**config.mk**
```make
export PLATFORM = sky130hd
export DESIGN_NAME = fp_sqrt_top
export DESIGN_NICKNAME = d
export VERILOG_FILES = /design/src/design/sqrt_alg_pkg.sv /design/src/design/sqrt_fmt_pkg.sv /design/src/design/sqrt_unpack.sv /design/src/design/sqrt_residual.sv /design/src/design/sqrt_root_conv.sv /design/src/design/sqrt_control.sv /design/src/design/fp_sqrt_top.sv
export SDC_FILE = /design/constraint.sdc
export NUM_CORES = 1
export LEC_CHECK = 0
export ABC_AREA = 1
export BUFFER_PORTS_ARGS = -buffer_cell sky130_fd_sc_hd__buf_2
export CAP_MARGIN = 0
export CORE_UTILIZATION = 55
export CTS_CLUSTER_SIZE = 25
export DETAILED_ROUTE_END_ITERATION = 10
export HOLD_SLACK_MARGIN = 0.12
export PLACE_DENSITY = 0.82
export SYNTH_ARGS = -nofsm -noshare
export SYNTH_HDL_FRONTEND = slang
export SYNTH_SLANG_ARGS = --single-unit
```
**constraint.sdc**
```tcl
create_clock -name clk -period 3.5 [get_ports clk]
set_input_delay 0.525 -clock clk [delete_from_list [all_inputs] [get_ports clk]]
set_output_delay 0.525 -clock clk [all_outputs]
set_load 0.01 [all_outputs]
```
**src/design/sqrt_alg_pkg.sv**
```systemverilog
package sqrt_alg_pkg;

    // Recurrence datapath widths
    localparam int RES_W      = 28;  // Sign, integer guard, root bits, ILSB alignment
    localparam int EST_W      = 4;   // Estimate width, half-unit resolution
    localparam int ITER_COUNT = 24;  // Root digits, first one fixed at load

    // Bit of weight 1 in radicand units, 1/2 in root units
    localparam int ONE_POS = 24;

    typedef logic [RES_W-1:0] rad_t;    // Radicand, LSB weight 2^-24
    typedef logic [RES_W-1:0] resid_t;  // Residual and root words, LSB weight 2^-25
    typedef logic [4:0]       iter_t;   // Step index 0..ITER_COUNT-1

    // Signed root digit
    typedef enum logic [1:0] {
        DIGIT_ZERO = 2'b00,
        DIGIT_POS  = 2'b01,
        DIGIT_NEG  = 2'b11
    } root_digit_e;

    typedef enum logic [1:0] {
        ST_IDLE = 2'b00,
        ST_NEG  = 2'b01,  // Negative operand short path
        ST_ITER = 2'b10,  // Load cycle plus recurrence steps
        ST_DONE = 2'b11
    } sqrt_state_e;

    // Redundant residual, value is sum + carry
    typedef struct packed {
        resid_t sum;
        resid_t carry;
    } csa_resid_t;

    // Root forms as addends for the next step
    typedef struct packed {
        resid_t root;     // 2q plus tail 01
        resid_t root_m1;  // 2(q - ulp) plus tail 11
    } root_pair_t;

endpackage

```
**src/design/sqrt_fmt_pkg.sv**
```systemverilog
package sqrt_fmt_pkg;

    // Single precision word layout
    localparam int FRAC_W   = 23;
    localparam int EXP_W    = 8;
    localparam int WORD_W   = 32;
    localparam int EXP_BIAS = 127;

    typedef logic [WORD_W-1:0] float_word_t;
    typedef logic [EXP_W-1:0]  exp_t;
    typedef logic [FRAC_W-1:0] frac_t;

    // Result for a negative operand
    localparam float_word_t ALL_ONES_RESULT = '1;

    // Operand after field split and alignment
    typedef struct packed {
        logic               neg;       // Sign of operand
        exp_t               res_exp;   // Halved biased exponent
        sqrt_alg_pkg::rad_t radicand;  // s or 2s by parity
    } unpacked_op_t;

endpackage

```
**src/design/sqrt_unpack.sv**
```systemverilog
`timescale 1ns/1ps

module sqrt_unpack (
    input  sqrt_fmt_pkg::float_word_t  x,
    output sqrt_fmt_pkg::unpacked_op_t op
);

    sqrt_fmt_pkg::exp_t  exp_in;
    sqrt_fmt_pkg::frac_t frac_in;
    logic [sqrt_fmt_pkg::FRAC_W+1:0] sig;      // 1.m plus ILSB, 25 bits
    logic signed [sqrt_fmt_pkg::EXP_W:0] u;    // Unbiased exponent
    logic signed [sqrt_fmt_pkg::EXP_W:0] u_half;
    logic signed [sqrt_fmt_pkg::EXP_W:0] e_out;
    logic u_odd;

    assign exp_in  = x[sqrt_fmt_pkg::WORD_W-2 -: sqrt_fmt_pkg::EXP_W];
    assign frac_in = x[sqrt_fmt_pkg::FRAC_W-1:0];

    // HUB significand, implicit one on both ends
    assign sig = {1'b1, frac_in, 1'b1};

    // Bias is odd, so u is odd when the stored exponent is even
    assign u_odd = ~exp_in[0];

    assign u      = $signed({1'b0, exp_in}) - (sqrt_fmt_pkg::EXP_W+1)'(sqrt_fmt_pkg::EXP_BIAS);
    assign u_half = u >>> 1;  // Floor division by two
    assign e_out  = u_half + (sqrt_fmt_pkg::EXP_W+1)'(sqrt_fmt_pkg::EXP_BIAS);

    always_comb begin
        op.neg     = x[sqrt_fmt_pkg::WORD_W-1];
        op.res_exp = e_out[sqrt_fmt_pkg::EXP_W-1:0];
        if (u_odd) begin
            op.radicand = sqrt_alg_pkg::rad_t'({sig, 1'b0});  // 2s, range [2,4)
        end else begin
            op.radicand = sqrt_alg_pkg::rad_t'(sig);          // s, range [1,2)
        end
    end

endmodule

```
**src/design/sqrt_residual.sv**
```systemverilog
`timescale 1ns/1ps

module sqrt_residual (
    input  logic                        clk,
    input  logic                        rst_l,
    input  logic                        load,
    input  logic                        step,
    input  sqrt_fmt_pkg::unpacked_op_t  op,
    input  sqrt_alg_pkg::root_pair_t    roots,
    output sqrt_alg_pkg::root_digit_e   digit,
    output logic                        resid_neg
);

    sqrt_alg_pkg::csa_resid_t w;        // Residual registers
    sqrt_alg_pkg::csa_resid_t w_next;
    sqrt_alg_pkg::resid_t     a, b, c;  // 3:2 inputs
    sqrt_alg_pkg::resid_t     w_full;
    logic                     cin;      // Two's complement +1 for subtraction
    logic [sqrt_alg_pkg::EST_W-1:0] est;

    // Doubled residual, both words
    assign a = w.sum << 1;
    assign b = w.carry << 1;

    // Estimate of 2w from top bits, steps of 1/2 in [-4,4)
    assign est = w.sum[sqrt_alg_pkg::RES_W-2 -: sqrt_alg_pkg::EST_W]
               + w.carry[sqrt_alg_pkg::RES_W-2 -: sqrt_alg_pkg::EST_W];

    always_comb begin
        if (est == '1) begin
            digit = sqrt_alg_pkg::DIGIT_ZERO;  // Estimate -1/2
        end else if (!est[sqrt_alg_pkg::EST_W-1]) begin
            digit = sqrt_alg_pkg::DIGIT_POS;
        end else begin
            digit = sqrt_alg_pkg::DIGIT_NEG;
        end
    end

    // Addend by digit
    always_comb begin
        unique case (digit)
            sqrt_alg_pkg::DIGIT_POS: begin
                c   = ~roots.root;  // Subtract 2q + 2^-(j+1)
                cin = 1'b1;
            end
            sqrt_alg_pkg::DIGIT_NEG: begin
                c   = roots.root_m1;  // Add 2q - 2^-(j+1)
                cin = 1'b0;
            end
            default: begin
                c   = '0;
                cin = 1'b0;
            end
        endcase
    end

    // Carry-save add, no carry ripple
    assign w_next.sum   = a ^ b ^ c;
    assign w_next.carry = (((a & b) | (a & c) | (b & c)) << 1) | sqrt_alg_pkg::resid_t'(cin);

    always_ff @(posedge clk or negedge rst_l) begin
        if (!rst_l) begin
            w <= '0;
        end else if (load) begin
            // w[1] = (X - 1) / 2 after the fixed first digit
            w.sum   <= op.radicand - (sqrt_alg_pkg::resid_t'(1) << sqrt_alg_pkg::ONE_POS);
            w.carry <= '0;
        end else if (step) begin
            w <= w_next;
        end
    end

    // Sign of final residual needs the full sum
    assign w_full    = w.sum + w.carry;
    assign resid_neg = w_full[sqrt_alg_pkg::RES_W-1];

endmodule

```
**src/design/sqrt_root_conv.sv**
```systemverilog
`timescale 1ns/1ps

module sqrt_root_conv (
    input  logic                       clk,
    input  logic                       rst_l,
    input  logic                       load,
    input  logic                       step,
    input  sqrt_alg_pkg::iter_t        iter,
    input  sqrt_alg_pkg::root_digit_e  digit,
    input  logic                       resid_neg,
    output sqrt_alg_pkg::root_pair_t   roots,
    output sqrt_fmt_pkg::frac_t        frac
);

    sqrt_alg_pkg::resid_t q;    // Partial root, LSB 2^-25, 1/2 at ONE_POS
    sqrt_alg_pkg::resid_t qm;   // Partial root minus one ulp
    sqrt_alg_pkg::resid_t dbit; // Weight of the digit being formed
    sqrt_alg_pkg::resid_t sel;

    // Step j puts digit weight 2^-(j+1) at bit ONE_POS - j
    assign dbit = sqrt_alg_pkg::resid_t'(1) << (sqrt_alg_pkg::ONE_POS - int'(iter));

    // Addends with tail bits appended, no carry needed
    assign roots.root    = (q << 1) | dbit;
    assign roots.root_m1 = (qm << 1) | (dbit << 1) | dbit;

    always_ff @(posedge clk or negedge rst_l) begin
        if (!rst_l) begin
            q  <= '0;
            qm <= '0;
        end else if (load) begin
            q  <= sqrt_alg_pkg::resid_t'(1) << sqrt_alg_pkg::ONE_POS;  // First digit is 1
            qm <= '0;
        end else if (step) begin
            unique case (digit)
                sqrt_alg_pkg::DIGIT_POS: begin
                    q  <= q | dbit;
                    qm <= q;
                end
                sqrt_alg_pkg::DIGIT_NEG: begin
                    q  <= qm | dbit;
                    qm <= qm;
                end
                default: begin
                    q  <= q;
                    qm <= qm | dbit;
                end
            endcase
        end
    end

    // Negative remainder means root overshoots by one ulp
    assign sel = resid_neg ? qm : q;

    // Drop the leading one, keep 23 bits below it
    assign frac = sel[sqrt_alg_pkg::ONE_POS-1 -: sqrt_fmt_pkg::FRAC_W];

endmodule

```
**src/design/sqrt_control.sv**
```systemverilog
`timescale 1ns/1ps

module sqrt_control (
    input  logic                        clk,
    input  logic                        rst_l,
    input  logic                        start,
    input  sqrt_fmt_pkg::unpacked_op_t  op,
    input  sqrt_fmt_pkg::frac_t         frac,
    output logic                        load,
    output logic                        step,
    output sqrt_alg_pkg::iter_t         iter,
    output sqrt_fmt_pkg::float_word_t   res,
    output logic                        finish,
    output logic                        busy
);

    sqrt_alg_pkg::sqrt_state_e state;
    sqrt_fmt_pkg::exp_t        res_exp;  // Captured at accept

    localparam sqrt_alg_pkg::iter_t LAST_ITER = sqrt_alg_pkg::iter_t'(sqrt_alg_pkg::ITER_COUNT - 1);

    // First ITER cycle loads, the rest step
    assign load = (state == sqrt_alg_pkg::ST_ITER) && (iter == '0);
    assign step = (state == sqrt_alg_pkg::ST_ITER);

    always_ff @(posedge clk or negedge rst_l) begin
        if (!rst_l) begin
            state   <= sqrt_alg_pkg::ST_IDLE;
            iter    <= '0;
            res_exp <= '0;
            res     <= '0;
            finish  <= 1'b0;
            busy    <= 1'b0;
        end else begin
            // Result only lives for one cycle
            finish <= 1'b0;
            res    <= '0;
            unique case (state)
                sqrt_alg_pkg::ST_IDLE: begin
                    if (start) begin
                        res_exp <= op.res_exp;
                        iter    <= '0;
                        busy    <= 1'b1;
                        if (op.neg) begin
                            state <= sqrt_alg_pkg::ST_NEG;
                        end else begin
                            state <= sqrt_alg_pkg::ST_ITER;
                        end
                    end
                end
                sqrt_alg_pkg::ST_NEG: begin
                    res    <= sqrt_fmt_pkg::ALL_ONES_RESULT;
                    finish <= 1'b1;
                    busy   <= 1'b0;
                    state  <= sqrt_alg_pkg::ST_IDLE;
                end
                sqrt_alg_pkg::ST_ITER: begin
                    if (iter == LAST_ITER) begin
                        state <= sqrt_alg_pkg::ST_DONE;  // All digits formed
                    end else begin
                        iter <= iter + 1'b1;
                    end
                end
                sqrt_alg_pkg::ST_DONE: begin
                    res    <= {1'b0, res_exp, frac};  // Sign always positive
                    finish <= 1'b1;
                    busy   <= 1'b0;
                    state  <= sqrt_alg_pkg::ST_IDLE;
                end
                default: begin
                    state <= sqrt_alg_pkg::ST_IDLE;
                end
            endcase
        end
    end

endmodule

```
**src/design/fp_sqrt_top.sv**
```systemverilog
`timescale 1ns/1ps

module fp_sqrt_top (
    input  logic                       clk,
    input  logic                       rst_l,
    input  logic                       start,
    input  sqrt_fmt_pkg::float_word_t  x,
    output sqrt_fmt_pkg::float_word_t  res,
    output logic                       finish,
    output logic                       busy
);

    sqrt_fmt_pkg::unpacked_op_t op;
    sqrt_fmt_pkg::frac_t        frac;
    sqrt_alg_pkg::iter_t        iter;
    sqrt_alg_pkg::root_digit_e  digit;
    sqrt_alg_pkg::root_pair_t   roots;
    logic                       load;
    logic                       step;
    logic                       resid_neg;

    // Field split, combinational
    sqrt_unpack sqrt_unpack_inst (
        .x  (x),
        .op (op)
    );

    sqrt_control sqrt_control_inst (
        .clk    (clk),
        .rst_l  (rst_l),
        .start  (start),
        .op     (op),
        .frac   (frac),
        .load   (load),
        .step   (step),
        .iter   (iter),
        .res    (res),
        .finish (finish),
        .busy   (busy)
    );

    // Residual and digit selection
    sqrt_residual sqrt_residual_inst (
        .clk       (clk),
        .rst_l     (rst_l),
        .load      (load),
        .step      (step),
        .op        (op),
        .roots     (roots),
        .digit     (digit),
        .resid_neg (resid_neg)
    );

    // On-the-fly root forms
    sqrt_root_conv sqrt_root_conv_inst (
        .clk       (clk),
        .rst_l     (rst_l),
        .load      (load),
        .step      (step),
        .iter      (iter),
        .digit     (digit),
        .resid_neg (resid_neg),
        .roots     (roots),
        .frac      (frac)
    );

endmodule

```
==> results_dict.tcl <==
set metrics [dict create \
    grt_pass1_vias 8436 \
    die_h_um 134.9 \
    cap_violations 0 \
    synth_area_leaders "dfrtp_1 (41%), nand2_1 (12%), nand3_1 (6.7%)" \
    ys_ff_latch 158 \
    ant_nets 0 \
    place_congestion 0.9557 \
    start_kind "flop" \
    crit_arrival_ns 3.64 \
    cts.clk_slew.worst_paths_ns 0.07 \
    path_max_fanout 12 \
    avgSynthCellArea_um2 7.840 \
    drcViolationCount 0 \
    io_pins 69 \
    synth_commonest_cells "nand2_1 (303), dfrtp_1 (158), inv_1 (145), nand3_1 (130), o21ai_0 (104)" \
    grt_max_degree 81 \
    finalSetupViolCount 0 \
    clk_latency_ns 0.45 \
    yosys_warnings 0 \
    finClkSkew_ns 0.01296 \
    core_um2 17300 \
    synthSimpleGateAreaFrac_pct 23.88 \
    die_area_um2 18200 \
    hold_viol 0 \
    place_area_um2 10230 \
    cts_buffers 17 \
    synth-compound-area-share_pct 15.08 \
    fillers 1517 \
    area_delta_synth_final_pct 12.11 \
    ctsHtreeMaxLevel 4 \
    die_w_um 134.9 \
    fmax_mhz 301.0 \
    yosysMostFrequentCell "nand2_1" \
    cts_root_buf "clkbuf_16" \
    final_cell_area_um2 10890 \
    slew_violations 0 \
    rows 48 \
    path_buf_inv 2 \
    worst_setup_path_end_kind "flop" \
    timing.setup.tns_ns 0 \
    synth_top_area_share_pct 40.70 \
    drt_iter0_drc 902 \
    cts_resized 0 \
    synthFlopType "dfrtp_1" \
    post-route-util_pct 62.96 \
    post-cts-setup-buffers 0 \
    synth-xor-area-share_pct 1.649 \
    initial_core_util_pct 56.16 \
    antenna_found_initial 0 \
    clkSinkCount 158 \
    synth_top_cell_by_area "dfrtp_1" \
    clockBufferDepth 2 \
    dp_hpwl_um 19150 \
    critPathTopFamily "compound AO/OA/AOI/OAI gates" \
    synthAdderAreaFrac_pct 9.351 \
    grt_pass1_wl_um 44290 \
    grt_overflow 0 \
    grt_usage_pct 31.95 \
    synthMuxAreaShare_pct 0 \
    drt-vias-per-instance 5.833 \
    ys_seq_area_share_pct 40.70 \
    synth_edf_count 0 \
    relSlewSlack_pct 34.28 \
    path_class "flop to flop" \
    synth_nets 1331 \
    cts_hold_buf 0 \
    outcome "completed" \
    hp-class "input port to async pin" \
    rsz0062_at_grt "false" \
    dr.pass1.iters 6 \
    crit_path_frequent_cell "nand2_1" \
    finalCritPeriodShare_pct 94.91 \
    cts_tree "built" \
    synth_cells 1239 \
    synth_cell_types 41 \
    vias 8918 \
    worst_pin_slew_ns 0.9847 \
    crit_required_ns 3.82 \
    drt-total-wl_um 27430 \
    period_minus_slack_ns 3.322 \
    critPathSlowestCell "fa_1" \
    final_net_count 1383 \
    synthArstFlopShare_pct 100.0 \
    avgRoutedWirePerCell_um 17.94 \
    path_cells "inv_1, ha_1, nand2_1, nand2_1, nand2_1, nand2_1, inv_2, nand3_2, o21ai_0, o21ai_0, o21ai_0, fa_1, a21oi_1, a31oi_1" \
    critPathMaxStageDelay_ns 0.50 \
    portBuffers 68 \
    final_layout_size_suffix_gt1_share_pct 12.12 \
    synth_top_family_by_area "simple AND/OR/NAND/NOR gates" \
    synth.cell_area_um2 9714 \
    n_antenna_cell 0 \
]
-- worst reg2reg max path: stages (launching register included) --
cell and delay, ns:
dfrtp_1 0.44, inv_1 0.13, ha_1 0.32, nand2_1 0.12
nand2_1 0.05, nand2_1 0.08, nand2_1 0.10, inv_2 0.20
nand3_2 0.18, o21ai_0 0.45, o21ai_0 0.17, o21ai_0 0.21
fa_1 0.50, a21oi_1 0.17, a31oi_1 0.10
-- state kept, by name, summed over array words and instances, names as in the netlist --
| register | cells |
|---|---|
| sqrt_control_inst.res | 32 |
| sqrt_residual_inst.a | 27 |
| sqrt_root_conv_inst.q | 27 |
| sqrt_root_conv_inst.qm | 27 |
| sqrt_residual_inst.b | 26 |
| sqrt_control_inst.res_exp | 8 |
| sqrt_control_inst.iter | 5 |
| sqrt_control_inst.state | 2 |
| sqrt_residual_inst.w | 2 |
| sqrt_control_inst.busy | 1 |
| sqrt_control_inst.finish | 1 |
-- placed cells by master, fill, tap and decap left out, drive strengths merged --
master    Yosys  routed
inv         152     153
fa           26      26
nand4         5       5
or2           1       1
o32ai         1       1
clkbuf       35      20
o21a          2       2
ha           31      31
a2111oi       1       1
clkinv        1       8
o31ai         2       2
a22o         26      26
o21ai       127     127
xnor2         3       3
a21oi        31      31
o211ai       15      15
clkinvlp      0       1
nor2         87      87
nand3       134     134
nor3b         1       1
o221ai        7       7
nand2       309     309
xor2         11      11
a31oi        20      20
nor3         11      11
buf          29      97
a21o          3       3
bufinv        0       3
dfrtp       158     158
o22ai        10      10
-- worst paths after layout --
check,startpoint,end,slack [ns],cells past startpoint
setup / recovery,sqrt_control_inst.iter[0]$_DFFE_PN0P_,sqrt_residual_inst.a[10]$_DFFE_PN0P_,0.18,14
hold / removal,rst_l,sqrt_control_inst.res[31]$_DFF_PN0_,0.13,1
setup reg to reg,sqrt_control_inst.iter[0]$_DFFE_PN0P_,sqrt_residual_inst.a[10]$_DFFE_PN0P_,0.18,14
hold reg to reg,sqrt_control_inst.res_exp[2]$_DFFE_PN0P_,sqrt_control_inst.res_exp[2]$_DFFE_PN0P_,0.48,2
max in group asynchronous,rst_l,sqrt_residual_inst.b[25]$_DFFE_PN0P_,2.58,2
min in group clk,x[7],sqrt_residual_inst.a[9]$_DFFE_PN0P_,0.34,3
-- per-stage QoR --
step	worst slack, ns	std cells	hold WS, ns
floorplan	0.6613	1239	0.2294
global placement	0.2259	1493	0.4652
detailed placement	0.1956	1493	0.4650
CTS	0.1160	1525	0.1595
global route	0.01419	1529	0.1960
finish	0.1781	1529	0.1331
-- per-layer routing --
layer | vias up | GRT usage [%] | wire, um
li1 | 4175 | - | -
met1 | 4212 | 44.22 | 11530
met2 | 476 | 48.94 | 12450
met3 | 55 | 7.508 | 2816
met4 | 0 | 11.80 | 638
met5 | - | 0 | 0
-- area by class of cell --
class                      count  area (um^2)  share of cell area [%]
multi-input combinational    864         4865                   44.67
sequential                   158         3954                   36.31
timing repair buffer          97        589.3                   5.411
inverter                     153        574.3                   5.273
clock buffer                  20        466.7                   4.285
tap                          225        281.5                   2.585
clock inverter                12        160.2                   1.471
-- kinds of logic (layout without fill, tap and decap cells) --
family	after synthesis	count (layout)
xor+xnor	14	14
flops	158	158
simple gates	548	548
fa+ha+maj	57	57
compound gates	245	245
buf+inv	217	282
Power is left out: the tool's default activity adds up to more than one toggle a clock period on the data nets, which glitch-free logic cannot reach.
